$ cat src/rtl/rv_decode_macros.svh
`ifndef RV_DECODE_MACROS_SVH
`define RV_DECODE_MACROS_SVH

// Instruction queue entries, also the fetch credits held after reset
`define QUEUE_DEPTH 4

// Decoded packets the backend can absorb
`define BACKEND_CREDITS 2

// addi x0, x0, 0
`define NOP_INSTR 32'h0000_0013

`endif

$ cat src/rtl/rv_isa_pkg.sv
`default_nettype none

package rv_isa_pkg;

  // Major opcodes
  localparam logic [6:0] opcode_lui = 7'b0110111;
  localparam logic [6:0] opcode_auipc = 7'b0010111;
  localparam logic [6:0] opcode_jal = 7'b1101111;
  localparam logic [6:0] opcode_jalr = 7'b1100111;
  localparam logic [6:0] opcode_branch = 7'b1100011;
  localparam logic [6:0] opcode_load = 7'b0000011;
  localparam logic [6:0] opcode_store = 7'b0100011;
  localparam logic [6:0] opcode_immediate = 7'b0010011;
  localparam logic [6:0] opcode_register = 7'b0110011;
  localparam logic [6:0] opcode_fence = 7'b0001111;
  localparam logic [6:0] opcode_system = 7'b1110011;

  // Integer ALU funct3
  localparam logic [2:0] funct_add = 3'b000;
  localparam logic [2:0] funct_sll = 3'b001;
  localparam logic [2:0] funct_slt = 3'b010;
  localparam logic [2:0] funct_sltu = 3'b011;
  localparam logic [2:0] funct_xor = 3'b100;
  localparam logic [2:0] funct_srl = 3'b101;
  localparam logic [2:0] funct_or = 3'b110;
  localparam logic [2:0] funct_and = 3'b111;

  // M extension funct3
  localparam logic [2:0] funct_mul = 3'b000;
  localparam logic [2:0] funct_mulh = 3'b001;
  localparam logic [2:0] funct_mulhsu = 3'b010;
  localparam logic [2:0] funct_mulhu = 3'b011;
  localparam logic [2:0] funct_div = 3'b100;
  localparam logic [2:0] funct_divu = 3'b101;
  localparam logic [2:0] funct_rem = 3'b110;
  localparam logic [2:0] funct_remu = 3'b111;

  // SYSTEM funct3, 3'b100 is reserved
  localparam logic [2:0] funct_priv = 3'b000;
  localparam logic [2:0] funct_csrrw = 3'b001;
  localparam logic [2:0] funct_csrrs = 3'b010;
  localparam logic [2:0] funct_csrrc = 3'b011;
  localparam logic [2:0] funct_csrrwi = 3'b101;
  localparam logic [2:0] funct_csrrsi = 3'b110;
  localparam logic [2:0] funct_csrrci = 3'b111;

  // Privileged codes in the upper twelve bits
  localparam logic [11:0] csr_ecall = 12'h000;
  localparam logic [11:0] csr_ebreak = 12'h001;
  localparam logic [11:0] csr_wfi = 12'h105;
  localparam logic [11:0] csr_mret = 12'h302;

  typedef struct packed {
    logic [6:0] funct7;
    logic [4:0] rs2;
    logic [4:0] rs1;
    logic [2:0] funct3;
    logic [4:0] rd;
    logic [6:0] opcode;
  } r_view_type;

  typedef struct packed {
    logic [11:0] imm;
    logic [4:0] rs1;
    logic [2:0] funct3;
    logic [4:0] rd;
    logic [6:0] opcode;
  } i_view_type;

  typedef union packed {
    r_view_type r_view;
    i_view_type i_view;
  } instr_word_union;

endpackage

`default_nettype wire

$ cat src/rtl/decode_pkg.sv
`default_nettype none

package decode_pkg;

  typedef struct packed {
    logic alu_add;
    logic alu_sub;
    logic alu_sll;
    logic alu_srl;
    logic alu_sra;
    logic alu_slt;
    logic alu_sltu;
    logic alu_and;
    logic alu_or;
    logic alu_xor;
  } alu_op_type;

  typedef struct packed {
    logic muls;
    logic mulh;
    logic mulhsu;
    logic mulhu;
  } mul_op_type;

  typedef struct packed {
    logic divs;
    logic divu;
    logic rem;
    logic remu;
  } div_op_type;

  typedef struct packed {
    logic csrrw;
    logic csrrs;
    logic csrrc;
    logic csrrwi;
    logic csrrsi;
    logic csrrci;
  } csr_op_type;

  localparam alu_op_type init_alu_op = '0;
  localparam mul_op_type init_mul_op = '0;
  localparam div_op_type init_div_op = '0;
  localparam csr_op_type init_csr_op = '0;

  typedef struct packed {
    logic hit;
    logic branch;
    logic jal;
    logic jalr;
    logic load;
    logic store;
    logic auipc;
    logic fence;
    logic wren;
    logic rden1;
    logic rden2;
    logic [31:0] imm;
  } predecoder_out_type;

  typedef struct packed {
    logic [31:0] instr;
  } postdecoder_in_type;

  typedef struct packed {
    logic [31:0] imm;
    logic wren;
    logic rden1;
    logic rden2;
    logic cwren;
    logic crden;
    logic lui;
    logic nop;
    logic csrreg;
    logic division;
    logic mult;
    alu_op_type alu_op;
    csr_op_type csr_op;
    div_op_type div_op;
    mul_op_type mul_op;
    logic ecall;
    logic ebreak;
    logic mret;
    logic wfi;
    logic valid;
  } postdecoder_out_type;

  typedef struct packed {
    logic legal;
    logic [31:0] instr;
    logic [4:0] rd;
    logic [4:0] rs1;
    logic [4:0] rs2;
    logic [11:0] caddr;
    logic wren;
    logic rden1;
    logic rden2;
    logic cwren;
    logic crden;
    logic branch;
    logic jal;
    logic jalr;
    logic load;
    logic store;
    logic auipc;
    logic fence;
    logic lui;
    logic nop;
    logic csrreg;
    logic division;
    logic mult;
    logic ecall;
    logic ebreak;
    logic mret;
    logic wfi;
    alu_op_type alu_op;
    mul_op_type mul_op;
    div_op_type div_op;
    csr_op_type csr_op;
    logic [31:0] imm;
  } decode_out_type;

endpackage

`default_nettype wire

$ cat src/rtl/instr_queue.sv
`default_nettype none
`include "rv_decode_macros.svh"

module instr_queue (
  input logic clk,
  input logic rst_n,
  input logic fetch_valid,
  input logic [31:0] fetch_instr,
  input logic pop,
  output logic queue_valid,
  output logic [31:0] queue_instr,
  output logic fetch_credit
);

  localparam int ptr_w = $clog2(`QUEUE_DEPTH);
  localparam int cnt_w = $clog2(`QUEUE_DEPTH + 1);
  localparam logic [ptr_w-1:0] last_slot = ptr_w'(`QUEUE_DEPTH - 1);

  logic [31:0] mem [`QUEUE_DEPTH];
  logic [ptr_w-1:0] wr_ptr;
  logic [ptr_w-1:0] rd_ptr;
  logic [cnt_w-1:0] count;

  assign queue_valid = count != '0;
  assign queue_instr = mem[rd_ptr];

  always_ff @(posedge clk) begin
    if (fetch_valid) begin
      mem[wr_ptr] <= fetch_instr;
    end
  end

  always_ff @(posedge clk) begin
    if (!rst_n) begin
      wr_ptr <= '0;
      rd_ptr <= '0;
      count <= '0;
      fetch_credit <= 1'b0;
    end else begin
      if (fetch_valid) begin
        wr_ptr <= (wr_ptr == last_slot) ? '0 : wr_ptr + 1'b1;
      end
      if (pop) begin
        rd_ptr <= (rd_ptr == last_slot) ? '0 : rd_ptr + 1'b1;
      end
      case ({fetch_valid, pop})
        2'b10: count <= count + 1'b1;
        2'b01: count <= count - 1'b1;
        default: ;
      endcase
      // Each freed entry goes back to the sender as one credit
      fetch_credit <= pop;
    end
  end

  // Sender credit accounting must keep a full queue from being written
  a_no_overflow: assert property (@(posedge clk) disable iff (!rst_n)
    fetch_valid |-> count != cnt_w'(`QUEUE_DEPTH));

  a_no_underflow: assert property (@(posedge clk) disable iff (!rst_n)
    pop |-> queue_valid);

endmodule

`default_nettype wire

$ cat src/rtl/predecoder.sv
`default_nettype none

module predecoder
  import rv_isa_pkg::*, decode_pkg::*;
(
  input logic [31:0] instr,
  output predecoder_out_type predecoder_out
);

  logic [31:0] imm_b;
  logic [31:0] imm_j;
  logic [31:0] imm_i;
  logic [31:0] imm_s;
  logic [31:0] imm_u;
  logic nonzero_waddr;

  assign imm_b = {{20{instr[31]}}, instr[7], instr[30:25], instr[11:8], 1'b0};
  assign imm_j = {{12{instr[31]}}, instr[19:12], instr[20], instr[30:21], 1'b0};
  assign imm_i = {{20{instr[31]}}, instr[31:20]};
  assign imm_s = {{20{instr[31]}}, instr[31:25], instr[11:7]};
  assign imm_u = {instr[31:12], 12'h000};
  assign nonzero_waddr = |instr[11:7];

  always_comb begin
    predecoder_out = '0;
    case (instr[6:0])
      opcode_branch: begin
        predecoder_out.hit = 1'b1;
        predecoder_out.branch = 1'b1;
        predecoder_out.rden1 = 1'b1;
        predecoder_out.rden2 = 1'b1;
        predecoder_out.imm = imm_b;
      end
      opcode_jal: begin
        predecoder_out.hit = 1'b1;
        predecoder_out.jal = 1'b1;
        predecoder_out.wren = nonzero_waddr;
        predecoder_out.imm = imm_j;
      end
      opcode_jalr: begin
        predecoder_out.hit = 1'b1;
        predecoder_out.jalr = 1'b1;
        predecoder_out.wren = nonzero_waddr;
        predecoder_out.rden1 = 1'b1;
        predecoder_out.imm = imm_i;
      end
      opcode_load: begin
        predecoder_out.hit = 1'b1;
        predecoder_out.load = 1'b1;
        predecoder_out.wren = nonzero_waddr;
        predecoder_out.rden1 = 1'b1;
        predecoder_out.imm = imm_i;
      end
      opcode_store: begin
        predecoder_out.hit = 1'b1;
        predecoder_out.store = 1'b1;
        predecoder_out.rden1 = 1'b1;
        predecoder_out.rden2 = 1'b1;
        predecoder_out.imm = imm_s;
      end
      opcode_auipc: begin
        predecoder_out.hit = 1'b1;
        predecoder_out.auipc = 1'b1;
        predecoder_out.wren = nonzero_waddr;
        predecoder_out.imm = imm_u;
      end
      // No register traffic, ordering only
      opcode_fence: begin
        predecoder_out.hit = 1'b1;
        predecoder_out.fence = 1'b1;
      end
      default: ;
    endcase
  end

endmodule

`default_nettype wire

$ cat src/rtl/postdecoder.sv
`default_nettype none
`include "rv_decode_macros.svh"

module postdecoder
  import rv_isa_pkg::*, decode_pkg::*;
(
  input postdecoder_in_type postdecoder_in,
  output postdecoder_out_type postdecoder_out
);

  logic [31:0] instr;
  logic [6:0] opcode;
  logic [2:0] funct3;
  logic [6:0] funct7;
  logic [11:0] caddr;
  logic [31:0] imm_c;
  logic [31:0] imm_i;
  logic [31:0] imm_u;
  logic nonzero_waddr;
  logic nonzero_src;

  assign instr = postdecoder_in.instr;
  assign opcode = instr[6:0];
  assign funct3 = instr[14:12];
  assign funct7 = instr[31:25];
  assign caddr = instr[31:20];

  assign imm_c = {27'b0, instr[19:15]};
  assign imm_i = {{20{instr[31]}}, instr[31:20]};
  assign imm_u = {instr[31:12], 12'h000};

  assign nonzero_waddr = |instr[11:7];
  // rs1 and zimm share bits 19:15
  assign nonzero_src = |instr[19:15];

  always_comb begin
    postdecoder_out = '0;
    postdecoder_out.alu_op = init_alu_op;
    postdecoder_out.mul_op = init_mul_op;
    postdecoder_out.div_op = init_div_op;
    postdecoder_out.csr_op = init_csr_op;
    postdecoder_out.valid = 1'b1;

    case (opcode)
      opcode_lui: begin
        postdecoder_out.imm = imm_u;
        postdecoder_out.wren = nonzero_waddr;
        postdecoder_out.lui = 1'b1;
      end
      opcode_immediate: begin
        postdecoder_out.imm = imm_i;
        postdecoder_out.wren = nonzero_waddr;
        postdecoder_out.rden1 = 1'b1;
        case (funct3)
          funct_add: postdecoder_out.alu_op.alu_add = 1'b1;
          funct_sll: begin
            postdecoder_out.alu_op.alu_sll = 1'b1;
            postdecoder_out.valid = funct7 == 7'b0000000;
          end
          funct_srl: begin
            postdecoder_out.alu_op.alu_srl = ~instr[30];
            postdecoder_out.alu_op.alu_sra = instr[30];
            postdecoder_out.valid = ~|{funct7[6], funct7[4:0]};
          end
          funct_slt: postdecoder_out.alu_op.alu_slt = 1'b1;
          funct_sltu: postdecoder_out.alu_op.alu_sltu = 1'b1;
          funct_and: postdecoder_out.alu_op.alu_and = 1'b1;
          funct_or: postdecoder_out.alu_op.alu_or = 1'b1;
          default: postdecoder_out.alu_op.alu_xor = 1'b1;
        endcase
      end
      opcode_register: begin
        postdecoder_out.wren = nonzero_waddr;
        postdecoder_out.rden1 = 1'b1;
        postdecoder_out.rden2 = 1'b1;
        if (funct7 == 7'b0000001) begin
          // Upper half of funct3 selects the divider
          postdecoder_out.mult = ~funct3[2];
          postdecoder_out.division = funct3[2];
          case (funct3)
            funct_mul: postdecoder_out.mul_op.muls = 1'b1;
            funct_mulh: postdecoder_out.mul_op.mulh = 1'b1;
            funct_mulhsu: postdecoder_out.mul_op.mulhsu = 1'b1;
            funct_mulhu: postdecoder_out.mul_op.mulhu = 1'b1;
            funct_div: postdecoder_out.div_op.divs = 1'b1;
            funct_divu: postdecoder_out.div_op.divu = 1'b1;
            funct_rem: postdecoder_out.div_op.rem = 1'b1;
            default: postdecoder_out.div_op.remu = 1'b1;
          endcase
        end else if (funct7 == 7'b0000000 || funct7 == 7'b0100000) begin
          case (funct3)
            funct_add: begin
              postdecoder_out.alu_op.alu_add = ~instr[30];
              postdecoder_out.alu_op.alu_sub = instr[30];
            end
            funct_srl: begin
              postdecoder_out.alu_op.alu_srl = ~instr[30];
              postdecoder_out.alu_op.alu_sra = instr[30];
            end
            funct_sll: postdecoder_out.alu_op.alu_sll = 1'b1;
            funct_slt: postdecoder_out.alu_op.alu_slt = 1'b1;
            funct_sltu: postdecoder_out.alu_op.alu_sltu = 1'b1;
            funct_and: postdecoder_out.alu_op.alu_and = 1'b1;
            funct_or: postdecoder_out.alu_op.alu_or = 1'b1;
            default: postdecoder_out.alu_op.alu_xor = 1'b1;
          endcase
          // Bit 30 only means something for sub and sra
          if (instr[30] && funct3 != funct_add && funct3 != funct_srl) begin
            postdecoder_out.valid = 1'b0;
          end
        end else begin
          postdecoder_out.valid = 1'b0;
        end
      end
      opcode_system: begin
        postdecoder_out.imm = imm_c;
        case (funct3)
          funct_priv: begin
            case (caddr)
              csr_ecall: postdecoder_out.ecall = 1'b1;
              csr_ebreak: postdecoder_out.ebreak = 1'b1;
              csr_mret: postdecoder_out.mret = 1'b1;
              csr_wfi: postdecoder_out.wfi = 1'b1;
              default: postdecoder_out.valid = 1'b0;
            endcase
          end
          funct_csrrw: begin
            postdecoder_out.csr_op.csrrw = 1'b1;
            postdecoder_out.rden1 = 1'b1;
            postdecoder_out.cwren = 1'b1;
            postdecoder_out.crden = nonzero_waddr;
          end
          funct_csrrs: begin
            postdecoder_out.csr_op.csrrs = 1'b1;
            postdecoder_out.rden1 = 1'b1;
            postdecoder_out.cwren = nonzero_src;
            postdecoder_out.crden = 1'b1;
          end
          funct_csrrc: begin
            postdecoder_out.csr_op.csrrc = 1'b1;
            postdecoder_out.rden1 = 1'b1;
            postdecoder_out.cwren = nonzero_src;
            postdecoder_out.crden = 1'b1;
          end
          funct_csrrwi: begin
            postdecoder_out.csr_op.csrrwi = 1'b1;
            postdecoder_out.cwren = 1'b1;
            postdecoder_out.crden = nonzero_waddr;
          end
          funct_csrrsi: begin
            postdecoder_out.csr_op.csrrsi = 1'b1;
            postdecoder_out.cwren = nonzero_src;
            postdecoder_out.crden = 1'b1;
          end
          funct_csrrci: begin
            postdecoder_out.csr_op.csrrci = 1'b1;
            postdecoder_out.cwren = nonzero_src;
            postdecoder_out.crden = 1'b1;
          end
          default: postdecoder_out.valid = 1'b0;
        endcase
        if (funct3 != funct_priv && postdecoder_out.valid) begin
          postdecoder_out.csrreg = 1'b1;
          postdecoder_out.wren = nonzero_waddr;
        end
      end
      default: postdecoder_out.valid = 1'b0;
    endcase

    if (instr == `NOP_INSTR) begin
      postdecoder_out.alu_op.alu_add = 1'b0;
      postdecoder_out.nop = 1'b1;
    end
  end

endmodule

`default_nettype wire

$ cat src/rtl/decode_stage.sv
`default_nettype none
`include "rv_decode_macros.svh"

module decode_stage
  import rv_isa_pkg::*, decode_pkg::*;
(
  input logic clk,
  input logic rst_n,
  input logic queue_valid,
  input logic [31:0] queue_instr,
  output logic pop,
  input logic dec_credit,
  output logic dec_valid,
  output decode_out_type dec_out
);

  localparam int cnt_w = $clog2(`BACKEND_CREDITS + 1);

  logic [cnt_w-1:0] credit_cnt;
  logic credit_ok;
  instr_word_union word;
  predecoder_out_type pre_out;
  postdecoder_in_type post_in;
  postdecoder_out_type post_out;
  decode_out_type merged;

  assign word = queue_instr;
  assign post_in.instr = queue_instr;

  predecoder predecoder_i (
    .instr(queue_instr),
    .predecoder_out(pre_out)
  );

  postdecoder postdecoder_i (
    .postdecoder_in(post_in),
    .postdecoder_out(post_out)
  );

  // A credit returned this cycle can be spent at once
  assign credit_ok = (credit_cnt != '0) || dec_credit;
  assign pop = queue_valid && credit_ok;

  always_ff @(posedge clk) begin
    if (!rst_n) begin
      credit_cnt <= cnt_w'(`BACKEND_CREDITS);
      dec_valid <= 1'b0;
    end else begin
      // The credit is taken at the edge that raises dec_valid
      credit_cnt <= credit_cnt + cnt_w'(dec_credit) - cnt_w'(pop);
      dec_valid <= pop;
    end
  end

  always_comb begin
    merged = '0;
    merged.legal = pre_out.hit | post_out.valid;
    merged.instr = queue_instr;
    merged.rd = word.r_view.rd;
    merged.rs1 = word.r_view.rs1;
    merged.rs2 = word.r_view.rs2;
    merged.caddr = word.i_view.imm;
    if (pre_out.hit) begin
      merged.wren = pre_out.wren;
      merged.rden1 = pre_out.rden1;
      merged.rden2 = pre_out.rden2;
      merged.branch = pre_out.branch;
      merged.jal = pre_out.jal;
      merged.jalr = pre_out.jalr;
      merged.load = pre_out.load;
      merged.store = pre_out.store;
      merged.auipc = pre_out.auipc;
      merged.fence = pre_out.fence;
      merged.imm = pre_out.imm;
    end else begin
      merged.wren = post_out.wren;
      merged.rden1 = post_out.rden1;
      merged.rden2 = post_out.rden2;
      merged.cwren = post_out.cwren;
      merged.crden = post_out.crden;
      merged.lui = post_out.lui;
      merged.nop = post_out.nop;
      merged.csrreg = post_out.csrreg;
      merged.division = post_out.division;
      merged.mult = post_out.mult;
      merged.ecall = post_out.ecall;
      merged.ebreak = post_out.ebreak;
      merged.mret = post_out.mret;
      merged.wfi = post_out.wfi;
      merged.alu_op = post_out.alu_op;
      merged.mul_op = post_out.mul_op;
      merged.div_op = post_out.div_op;
      merged.csr_op = post_out.csr_op;
      merged.imm = post_out.imm;
    end
  end

  always_ff @(posedge clk) begin
    if (pop) begin
      dec_out <= merged;
    end
  end

  // A packet in flight holds one backend credit
  a_valid_needs_credit: assert property (@(posedge clk) disable iff (!rst_n)
    dec_valid |-> credit_cnt < cnt_w'(`BACKEND_CREDITS));

  // Backend must never return more credits than it was given
  a_credit_bound: assert property (@(posedge clk) disable iff (!rst_n)
    credit_cnt <= cnt_w'(`BACKEND_CREDITS));

endmodule

`default_nettype wire

$ cat src/rtl/decode_top.sv
`default_nettype none

module decode_top
  import decode_pkg::*;
(
  input logic clk,
  input logic rst_n,
  input logic fetch_valid,
  input logic [31:0] fetch_instr,
  output logic fetch_credit,
  input logic dec_credit,
  output logic dec_valid,
  output decode_out_type dec_out
);

  logic queue_valid;
  logic [31:0] queue_instr;
  logic pop;

  instr_queue instr_queue_i (
    .clk(clk),
    .rst_n(rst_n),
    .fetch_valid(fetch_valid),
    .fetch_instr(fetch_instr),
    .pop(pop),
    .queue_valid(queue_valid),
    .queue_instr(queue_instr),
    .fetch_credit(fetch_credit)
  );

  decode_stage decode_stage_i (
    .clk(clk),
    .rst_n(rst_n),
    .queue_valid(queue_valid),
    .queue_instr(queue_instr),
    .pop(pop),
    .dec_credit(dec_credit),
    .dec_valid(dec_valid),
    .dec_out(dec_out)
  );

endmodule

`default_nettype wire

$ cat config.mk
export PLATFORM = sky130hd
export DESIGN_NAME = decode_top
export DESIGN_NICKNAME = d
export VERILOG_FILES = /design/src/rtl/rv_isa_pkg.sv /design/src/rtl/decode_pkg.sv /design/src/rtl/instr_queue.sv /design/src/rtl/predecoder.sv /design/src/rtl/postdecoder.sv /design/src/rtl/decode_stage.sv /design/src/rtl/decode_top.sv
export VERILOG_INCLUDE_DIRS = /design/src /design/src/rtl
export SDC_FILE = /design/constraint.sdc
export NUM_CORES = 1
export LEC_CHECK = 0
export BUFFER_PORTS_ARGS = -buffer_cell sky130_fd_sc_hd__buf_2
export CORE_MARGIN = 2
export CORE_UTILIZATION = 30
export CTS_CLUSTER_SIZE = 16
export DETAILED_ROUTE_END_ITERATION = 8
export HOLD_SLACK_MARGIN = 0.02
export PLACE_DENSITY = 0.47
export SETUP_SLACK_MARGIN = 0.3
export SYNTH_ARGS = -nofsm -noshare
export SYNTH_HDL_FRONTEND = slang
export SYNTH_SLANG_ARGS = --single-unit
$ cat constraint.sdc
create_clock -name clk -period 10.95 [get_ports clk]
set_clock_uncertainty 0.2 [all_clocks]
set_input_delay 1.095 -clock clk [delete_from_list [all_inputs] [get_ports clk]]
set_output_delay 1.095 -clock clk [all_outputs]
set_load 0.02 [all_outputs]
==> impl_metrics.yaml, run 1 <==
outcome:
  status: "complete, no violations"
synthesis:
  synthSimpleGateAreaFrac_pct: 8.382
  synthTopCellsByCount: "edfxtp_1 (238), nor2_1 (48), buf_4 (29)"
  synth-seq-cells: 250
  post-synth-top-count-cell: "edfxtp_1"
  synth.top_cell.area_share_pct: 71.25
  syn-num-nets: 640
  synth_top_area_cell: "edfxtp_1"
  synth_edf_count: 238
  syn_area_per_cell_um2: 16.86
  syn_area_um2: 10030
  synth_compound_area_share_pct: 4.054
  synth_area_leaders: "edfxtp_1 (71%), mux4_2 (6.1%), dfxtp_1 (2.4%), buf_4 (2.2%), nor2_1 (1.8%)"
  synth_xor_area_share_pct: 0.5239
  synth_top_family_by_area: "simple AND/OR/NAND/NOR gates"
  async_flop_share_pct: 0
  synth_ff_type: "edfxtp_1"
  muxShareOfSynthArea_pct: 7.671
  yosysSeqAreaShare_pct: 73.64
  syn_inst: 595
  synthAdderAreaFrac_pct: 1.197
  yosysUniqueCellTypes: 63
  yosysWarnings: 0
hold_path:
  hold_path_class: "reg2reg"
  min_from: "instr_queue_i.count[2]"
finish:
  final_cell_area_um2: 11930
  drive_gt1_share_pct: 33.07
  syn_to_final_growth_pct: 18.90
  final_util_pct: 36.47
  final_net_count: 794
sta:
  fmax_ghz: 0.2536
  maxSlewViolCount: 0
  worst_pin_slew_ns: 0.9594
  finalHoldViolCount: 0
  relSlewSlack_pct: 35.68
  rsz0062_at_grt: "false"
  timing.hold.ws_ns: 0.2941
  finalSetupViolations: 0
  fin_tns_setup_ns: 0
  fin_crit_sh_pct: 36.02
  layout_min_cycle_time_ns: 3.944
worst_setup_path:
  cpPeakStageDelay_ns: 0.89
  path_max_fanout: 32
  crit_buf_inv: 1
  cp-start-kind: "flop"
  path_cells: "buf_4 -> mux4_2 -> nand4bb_1 -> nor4_4 -> nand2_2 -> a2111oi_2"
  critPathCaptureType: "flop"
  crit_family: "simple AND/OR/NAND/NOR gates"
  arrival_ns: 4.06
  critPathRequiredTime_ns: 11.07
  worstSetupPathType: "reg2reg"
  critPathSlowestCell: "nand4bb_1"
place:
  hpwlAfterDp_mm: 15.90
  placed_cell_area_um2: 11150
  finalWeightedCongestion: 0.7549
  io_buffer_count: 174
die:
  pin_count: 175
  start_util_pct: 30.67
  die_height_um: 186.9
  core_area_um2: 32700
  die_w_um: 186.9
  num_rows: 66
  dieArea_um2: 34910
global_route:
  grt-ovfl-total: 0
  grt_max_degree: 62
  track_usage_pct: 13.23
  grt_pass1_wl_mm: 35.36
  antenna_found_initial: 6
  grt_pass1_vias: 5629
cts:
  post_cts_resized: 0
  clk_latency_ns: 0.52
  holdBufCountCts: 0
  cts_root_buf: "clkbuf_16"
  clk_pin_slew_ns: 0.06
  ctsHtreeMaxLevel: 1
  cts_tree: "done"
  post-cts-setup-buffer-count: 0
  clock-sinks: 250
  cts_buffers: 27
  clockBufferDepth: 3
detailed_routing:
  wl_per_cell_um: 19.50
  routed_via_density: 4.566
  drt-initial-drc-count: 439
  wirelength_mm: 23.55
  drcViolationCount: 0
  dr.pass1.iters: 5
  vias: 5516
  ant_nets: 0
power_and_ir_drop:
  netSwitchingFraction_pct: 38.13
  power_frac_comb_pct: 36.2
  p_sw_w: 0.001403
  ir_worst_vdd_mv: 0.2950
  clkPwrFrac_pct: 22.2
  cellLeakagePower_nw: 4.354
  p_int_w: 0.002276
  power_density_nw_per_um2: 308.5
  seq_power_share_pct: 41.5
  power.total_w: 0.003680
job:
  max-cap-violations: 0
layer usage:
metal | global-route usage, % | part of all wire (%) | wire length [um] | vias up
li1 | - | - | - | 2570
met1 | 18.25 | 45 | 10590 | 2735
met2 | 21.29 | 48 | 11240 | 169
met3 | 3.358 | 6.1 | 1440 | 32
met4 | 2.625 | 0.91 | 214 | 10
met5 | 0 | 0.28 | 65 | -
registers in the layout, summed over array words and instances (netlist names), named ones only:
signal,count
instr_queue_i.mem,128
instr_queue_i.rd_ptr,2
decode_stage_i.dec_valid,1
decode_stage_i.dec_out,110
decode_stage_i.credit_cnt,2
instr_queue_i.wr_ptr,2
instr_queue_i.count,3
layout by cell type, fill, tap and decap left out, types with 4 or more instances in the layout:
cell type / instances
a21o_1: 6
a22oi_1: 5
and2_1: 5
and2_2: 4
buf_2: 174
buf_4: 4
clkbuf_1: 7
clkbuf_16: 27
clkinv_1: 6
dfxtp_1: 11
edfxtp_1: 238
ha_1: 8
inv_1: 27
mux4_1: 5
mux4_2: 27
nand2_1: 23
nand2b_1: 8
nand3_1: 6
nand4_1: 6
nor2_1: 47
nor2b_1: 11
nor3_1: 13
nor4_1: 6
o21ai_0: 20
or2_2: 4
cell families after synthesis:
group	count (synthesis)
DFF	250
and+or+nand+nor	156
buffers and inverters	80
adders and majority gates	9
xor gates and xnor gates	6
AOI/OAI and AO/OA	59
muxes	35
power by group through the flow:
stage	logic, W	registers (W)	clock network, W
6_report	0.00133	0.00153	0.000817
5_1_grt	0.00143	0.00156	0.000878
4_1_cts	0.00136	0.00154	0.000840
3_5_place_dp	0.00136	0.00156	0
3_3_place_gp	0.00135	0.00156	0
2_1_floorplan	0.000677	0.00185	0
area by class of cell:
cell class              count  area (um^2)
well taps                 442        553.0
repair buffers            178        900.9
fillers                  3161        20770
flip-flops and latches    250         7388
multi-input cells         265         2202
inverters                  27        101.3
clock buffers              34        701.9
clock inverters            11        76.32
diodes                      1        2.502
final timing paths:
kind	end	slack [ns]	depth (start not counted)
setup reg to reg	decode_stage_i.dec_out[55]	7.01	6
setup / recovery	decode_stage_i.dec_out[55]	7.01	6
hold / removal	instr_queue_i.count[2]	0.29	2
hold reg to reg	instr_queue_i.count[2]	0.29	2
worst register-to-register path, stage by stage (launching register included):
cell and delay (ns):
dfxtp_2 0.31, buf_4 0.50, mux4_2 0.78, nand4bb_1 0.89, nor4_4 0.61, nand2_2 0.10
a2111oi_2 0.36
metrics by stage:
step,instances,setup WS [ns]
floorplan,595,2.921
global placement,1162,7.027
detailed placement,1162,6.968
CTS,1207,6.953
global route,1207,6.724
finish,1208,7.006
No activity file was read; power rests on OpenSTA's default activity.
==> run 2, diff against run 1 <==
--- a/config.mk
+++ b/config.mk
@@ -12,7 +12,7 @@
 export CTS_CLUSTER_SIZE = 16
 export DETAILED_ROUTE_END_ITERATION = 8
 export HOLD_SLACK_MARGIN = 0.02
-export PLACE_DENSITY = 0.47
+export PLACE_DENSITY = 0.49
 export SETUP_SLACK_MARGIN = 0.3
 export SYNTH_ARGS = -nofsm -noshare
 export SYNTH_HDL_FRONTEND = slang
==> constraint.sdc (replaced) <==
create_clock -name clk -period 3.2 [get_ports clk]
set_clock_uncertainty 0.2 [all_clocks]
set_input_delay 0.32 -clock clk [delete_from_list [all_inputs] [get_ports clk]]
set_output_delay 0.32 -clock clk [all_outputs]
set_load 0.02 [all_outputs]
==> impl_metrics.yaml, run 2 (synthesis results as in run 1) <==
finish:
  reg.largest.list: "instr_queue_i.mem x128, decode_stage_i.dec_out x110, instr_queue_i.count x3"
  syn_to_final_growth_pct: 27.98
  multi_input_area_um2: 2221
  final_net_count: 867
  regMostFlops: "instr_queue_i.mem"
  final_cell_mix: "edfxtp_1 (238), buf_2 (174), nor2_1 (47)"
  largest_reg_flops: 128
  final_common_cell: "edfxtp_1"
  drive_gt1_share_pct: 37.25
  seqCellArea_um2: 7395
  nFillCells: 3078
place:
  io_buffer_count: 174
  finalWeightedCongestion: 0.7810
  hpwlAfterDp_mm: 16.89
sta:
  finalHoldViolCount: 0
  relSlewSlack_pct: 42.33
  maxSlewViolCount: 0
  worst_pin_slew_ns: 0.8650
  layout_min_cycle_time_ns: 2.884
  timing.hold.ws_ns: 0.2881
  fin_crit_sh_pct: 90.14
  finalSetupViolations: 0
  rsz0062_at_grt: "false"
  fmax_ghz: 0.3467
worst_setup_path:
  path_max_fanout: 11
  critPathRequiredTime_ns: 3.33
  arrival_ns: 3.01
  critPathCaptureType: "flop"
  worstSetupPathType: "reg2reg"
  cp-start-kind: "flop"
power_and_ir_drop:
  power_frac_comb_pct: 36.4
  power_density_nw_per_um2: 1054
  seq_power_share_pct: 38.6
  ir_worst_vdd_mv: 0.7262
  power.total_w: 0.01353
  clkPwrFrac_pct: 25.1
  p_int_w: 0.008572
  p_sw_w: 0.004959
  netSwitchingFraction_pct: 36.65
  cellLeakagePower_nw: 4.797
die:
  dieArea_um2: 34910
  die_height_um: 186.9
  core_area_um2: 32700
  pin_count: 175
  start_util_pct: 30.67
  die_w_um: 186.9
  num_rows: 66
global_route:
  grt_max_degree: 107
  grt_pass1_wl_mm: 36.74
  track_usage_pct: 13.70
  grt_pass1_vias: 5944
  grt-ovfl-total: 0
  antenna_found_initial: 2
detailed_routing:
  routed_via_density: 4.587
  wirelength_mm: 24.24
  drt-initial-drc-count: 444
  wl_per_cell_um: 18.84
  drcViolationCount: 0
  ant_nets: 0
  vias: 5903
  dr.pass1.iters: 5
cts:
  clock-sinks: 250
  cts_buffers: 27
  clk_latency_ns: 0.53
  clockBufferDepth: 3
  cts_tree: "done"
  ctsHtreeMaxLevel: 1
  clk_pin_slew_ns: 0.06
  cts_root_buf: "clkbuf_16"
hold_path:
  min_from: "instr_queue_i.count[2]"
  hold_path_class: "reg2reg"
outcome:
  status: "complete, no violations"
job:
  max-cap-violations: 0
## run 2: changes by cell type in the layout (fill, tap and decap cells not counted), sizes merged, moves of 3 or more
cell,previous run,this run
bufinv,1,7
clkbuf,34,30
clkinvlp,0,3
dlygate4sd3,0,35
buf,178,216
## run 2: power groups by stage
stage / logic, W / registers, W / clock network (W)
floorplan: 0.00234 / 0.00621 / 0
global placement: 0.00486 / 0.00531 / 0
detailed placement: 0.00486 / 0.00530 / 0
CTS: 0.00492 / 0.00524 / 0.00347
global route: 0.00530 / 0.00532 / 0.00359
finish: 0.00492 / 0.00522 / 0.00339
## run 2: per-layer routing
| metal | share of wire, % | wire, um | up-vias | global-route usage (%) |
|---|---|---|---|---|
| met2 | 46 | 11230 | 220 | 21.83 |
| met5 | 0 | 0 | - | 0 |
| met4 | 2.4 | 587 | 0 | 4.212 |
| met1 | 44 | 10710 | 2908 | 18.73 |
| li1 | - | - | 2731 | - |
| met3 | 7.1 | 1712 | 44 | 3.096 |
## run 2: final timing paths
kind,end,slack (ns),cells past startpoint
setup reg to reg,decode_stage_i.dec_out[55],0.32,6
hold / removal,instr_queue_i.count[2],0.29,2
hold reg to reg,instr_queue_i.count[2],0.29,2
setup / recovery,decode_stage_i.dec_out[55],0.32,6
## run 2: through the flow
step / utilization (%) / std cells / setup WS (ns) / TNS [ns] / area, um^2
floorplan: - / 595 / -0.4851 / -1.118 / 10050
global placement: 34.83 / 1188 / 0.2701 / 0 / 11390
detailed placement: 34.83 / 1188 / 0.2494 / 0 / 11390
CTS: 38.94 / 1273 / 0.3030 / 0 / 12730
global route: 39.26 / 1287 / 0.2961 / 0 / 12840
finish: 39.26 / 1287 / 0.3156 / 0 / 12840
## run 2: worst max-delay path: stages (launching register included)
cell and delay, ns:
dfxtp_4 0.38, buf_12 0.15, mux4_2 0.54, or4_4 0.61, nor4_4 0.32, nand2_2 0.10, a2111oi_2 0.38
## run 2: area by class of cell
class	instances	area share, %
timing repair buffer	251	12.29
clock inverter	20	2.242
inverter	27	0.7895
clock buffer	30	5.429
multi-input combinational	265	17.30
tap	442	4.308
sequential	250	57.60
antenna	2	0.03899
## run 2: timing repair
| action | CTS | global route |
|---|---|---|
| pin swaps | 0 | 2 |
| setup endpoints to repair | 1 | 44 |
| hold buffers | 35 | 0 |
| resized for setup | 2 | 5 |
| hold endpoints to repair | 140 | 0 |
| setup buffers | 0 | 12 |
| gates cloned | 0 | 0 |
==> run 3, diff against run 2 <==
--- a/config.mk
+++ b/config.mk
@@ -8,11 +8,11 @@
 export LEC_CHECK = 0
 export BUFFER_PORTS_ARGS = -buffer_cell sky130_fd_sc_hd__buf_2
 export CORE_MARGIN = 2
-export CORE_UTILIZATION = 30
+export CORE_UTILIZATION = 50
 export CTS_CLUSTER_SIZE = 16
 export DETAILED_ROUTE_END_ITERATION = 8
 export HOLD_SLACK_MARGIN = 0.02
-export PLACE_DENSITY = 0.49
+export PLACE_DENSITY = 0.74
 export SETUP_SLACK_MARGIN = 0.3
 export SYNTH_ARGS = -nofsm -noshare
 export SYNTH_HDL_FRONTEND = slang
==> impl_metrics.yaml, run 3 (synthesis results as in run 1) <==
finish:
  nFillCells: 1418
  num_antenna_cells: 0
  syn_to_final_growth_pct: 23.57
  multi_input_area_um2: 2238
  seqCellArea_um2: 7395
  final_common_cell: "edfxtp_1"
  regMostFlops: "instr_queue_i.mem"
  final_net_count: 865
  final_cell_mix: "edfxtp_1 (238), buf_2 (174), nor2_1 (46)"
  drive_gt1_share_pct: 36.28
  largest_reg_flops: 128
  reg.largest.list: "instr_queue_i.mem x128, decode_stage_i.dec_out x110, instr_queue_i.count x3"
  final_cells: 1103
die:
  core_area_um2: 19590
  num_rows: 51
  die_w_um: 145.6
  start_util_pct: 51.20
  pin_count: 175
  dieArea_um2: 21210
  die_height_um: 145.6
worst_setup_path:
  worstSetupPathType: "reg2reg"
  crit_top_cell: "buf_4"
  arrival_ns: 2.97
  rr_endpoint: "decode_stage_i.dec_out[56]"
  critPathSlowestCell: "dfxtp_1"
  path_max_fanout: 12
  reg2reg_depth: 7
  cpPeakStageDelay_ns: 0.41
  path_cells: "buf_4 -> mux4_2 -> buf_4 -> and3_2 -> nor2b_1 -> nand4_1 -> nor4_1"
  cp-start-kind: "flop"
  critPathRequiredTime_ns: 3.29
  critPathCaptureType: "flop"
  r2r_setup_slack_ns: 0.32
  crit_buf_inv: 2
  crit_family: "simple AND/OR/NAND/NOR gates"
detailed_routing:
  drt-initial-drc-count: 626
  dr_wl_met3_mm: 1.605
  m1WireLength_mm: 8.827
  wl_per_cell_um: 19.51
  drcViolationCount: 0
  vias: 5997
  routed_via_density: 5.437
  wl_met2_mm: 10.48
  dr.pass1.iters: 5
  wirelength_mm: 21.52
  ant_nets: 0
  dr.max_layer_used: "met4"
sta:
  fmax_ghz: 0.3477
  finalHoldViolCount: 0
  layout_min_cycle_time_ns: 2.876
  maxSlewViolCount: 0
  finalSetupViolations: 0
  rsz0062_at_grt: "true"
  worst_pin_slew_ns: 0.8802
  timing.hold.ws_ns: 0.3043
  relSlewSlack_pct: 41.32
  fin_crit_sh_pct: 89.89
cts:
  clockBufferDepth: 3
  cts_tree: "done"
  clk_pin_slew_ns: 0.07
  ctsHtreeMaxLevel: 1
  clk_latency_ns: 0.52
  clock-sinks: 250
  cts_root_buf: "clkbuf_16"
  cts_buffers: 25
global_route:
  track_usage_pct: 20.19
  grt-ovfl-total: 0
  grt_max_degree: 113
  grt_pass1_wl_mm: 33.62
  antenna_found_initial: 0
  grt_pass1_vias: 5999
power_and_ir_drop:
  cellLeakagePower_nw: 4.694
  power_density_nw_per_um2: 1033
  ir_worst_vdd_mv: 1.523
hold_path:
  hold_end: "instr_queue_i.count[2]"
  min_from: "instr_queue_i.count[2]"
  holdPathStages: 2
  hold_path_class: "reg2reg"
place:
  finalWeightedCongestion: 0.9395
  hpwlAfterDp_mm: 15.05
  io_buffer_count: 174
  post-place-cells: 1011
job:
  max-cap-violations: 0
outcome:
  status: "complete, no violations"
==> run 3: cell count changes in the layout (fill, tap and decap cells not counted), moves of 2 or more <==
cell        before  now
and2_1           6    8
buf_12           3    1
diode_2          2    0
bufinv_16        7    2
and2_2           3    1
nor4_1           5    3
clkbuf_16       27   25
clkinvlp_4       3    1
nor4_2           1    3
clkinv_1         2    7
==> run 3: timing repair <==
item                                    4_1_cts  5_1_grt
pin swaps                                     0        1
buffers inserted                              0       12
gates resized for setup                       6        6
endpoints found under the setup margin       14       19
hold endpoints to repair                    140        0
hold buffers                                 35        0
==> run 3: layer usage <==
layer	vias to the layer above	track usage, %
met5	-	0
met4	0	6.961
met3	57	4.514
met2	289	33.39
met1	2938	26.75
li1	2713	-
==> run 3: through the flow <==
stage                     setup TNS (ns)  instance area [um^2]  utilization [%]  total power [W]  setup WS [ns]
after detailed placement               0                 11140            56.86         0.009980         0.1731
after CTS                              0                 12270            62.64          0.01277         0.3007
after global placement                 0                 11140            56.86         0.009878         0.1603
final                                  0                 12400            63.28          0.01280         0.3236
after floorplan                   -1.118                 10050                -         0.008542        -0.4851
after global routing                   0                 12400            63.28          0.01340         0.2140
==> run 3: layout make-up <==
class	instances	area share, %
clock inverter	17	1.070
tap	265	2.675
timing repair buffer	251	12.59
inverter	27	0.8176
sequential	250	59.65
clock buffer	28	5.138
multi-input combinational	265	18.06
==> run 3: tightest hold or removal path: stages (launching register included) <==
cell and delay [ns]:
dfxtp_2 0.33, o21ai_0 0.07, a21boi_1 0.07
==> run 3: worst max path at each step <==
stage                                 from                    endpoint  slack [ns]  depth (start not counted)
floorplan           instr_queue_i.count[0]      instr_queue_i.count[2]       -0.49                          8
detailed placement                    flop  decode_stage_i.dec_out[55]        0.17                          6
CTS                                   flop  decode_stage_i.dec_out[55]        0.30                          7
global route                          flop  decode_stage_i.dec_out[56]        0.21                          7
global placement                      flop  decode_stage_i.dec_out[56]        0.16                          7
finish                                flop  decode_stage_i.dec_out[56]        0.32                          7
==> run 3: where the power goes <==
| group | total [W] | internal, W | leakage [nW] | switching [W] |
|---|---|---|---|---|
| clock network | 0.00274 | 0.00159 | 0.379 | 0.00116 |
| logic | 0.00487 | 0.00157 | 1.95 | 0.00329 |
| registers | 0.00519 | 0.00487 | 2.36 | 0.000323 |
| total | 0.0128 | 0.00803 | 4.69 | 0.00477 |
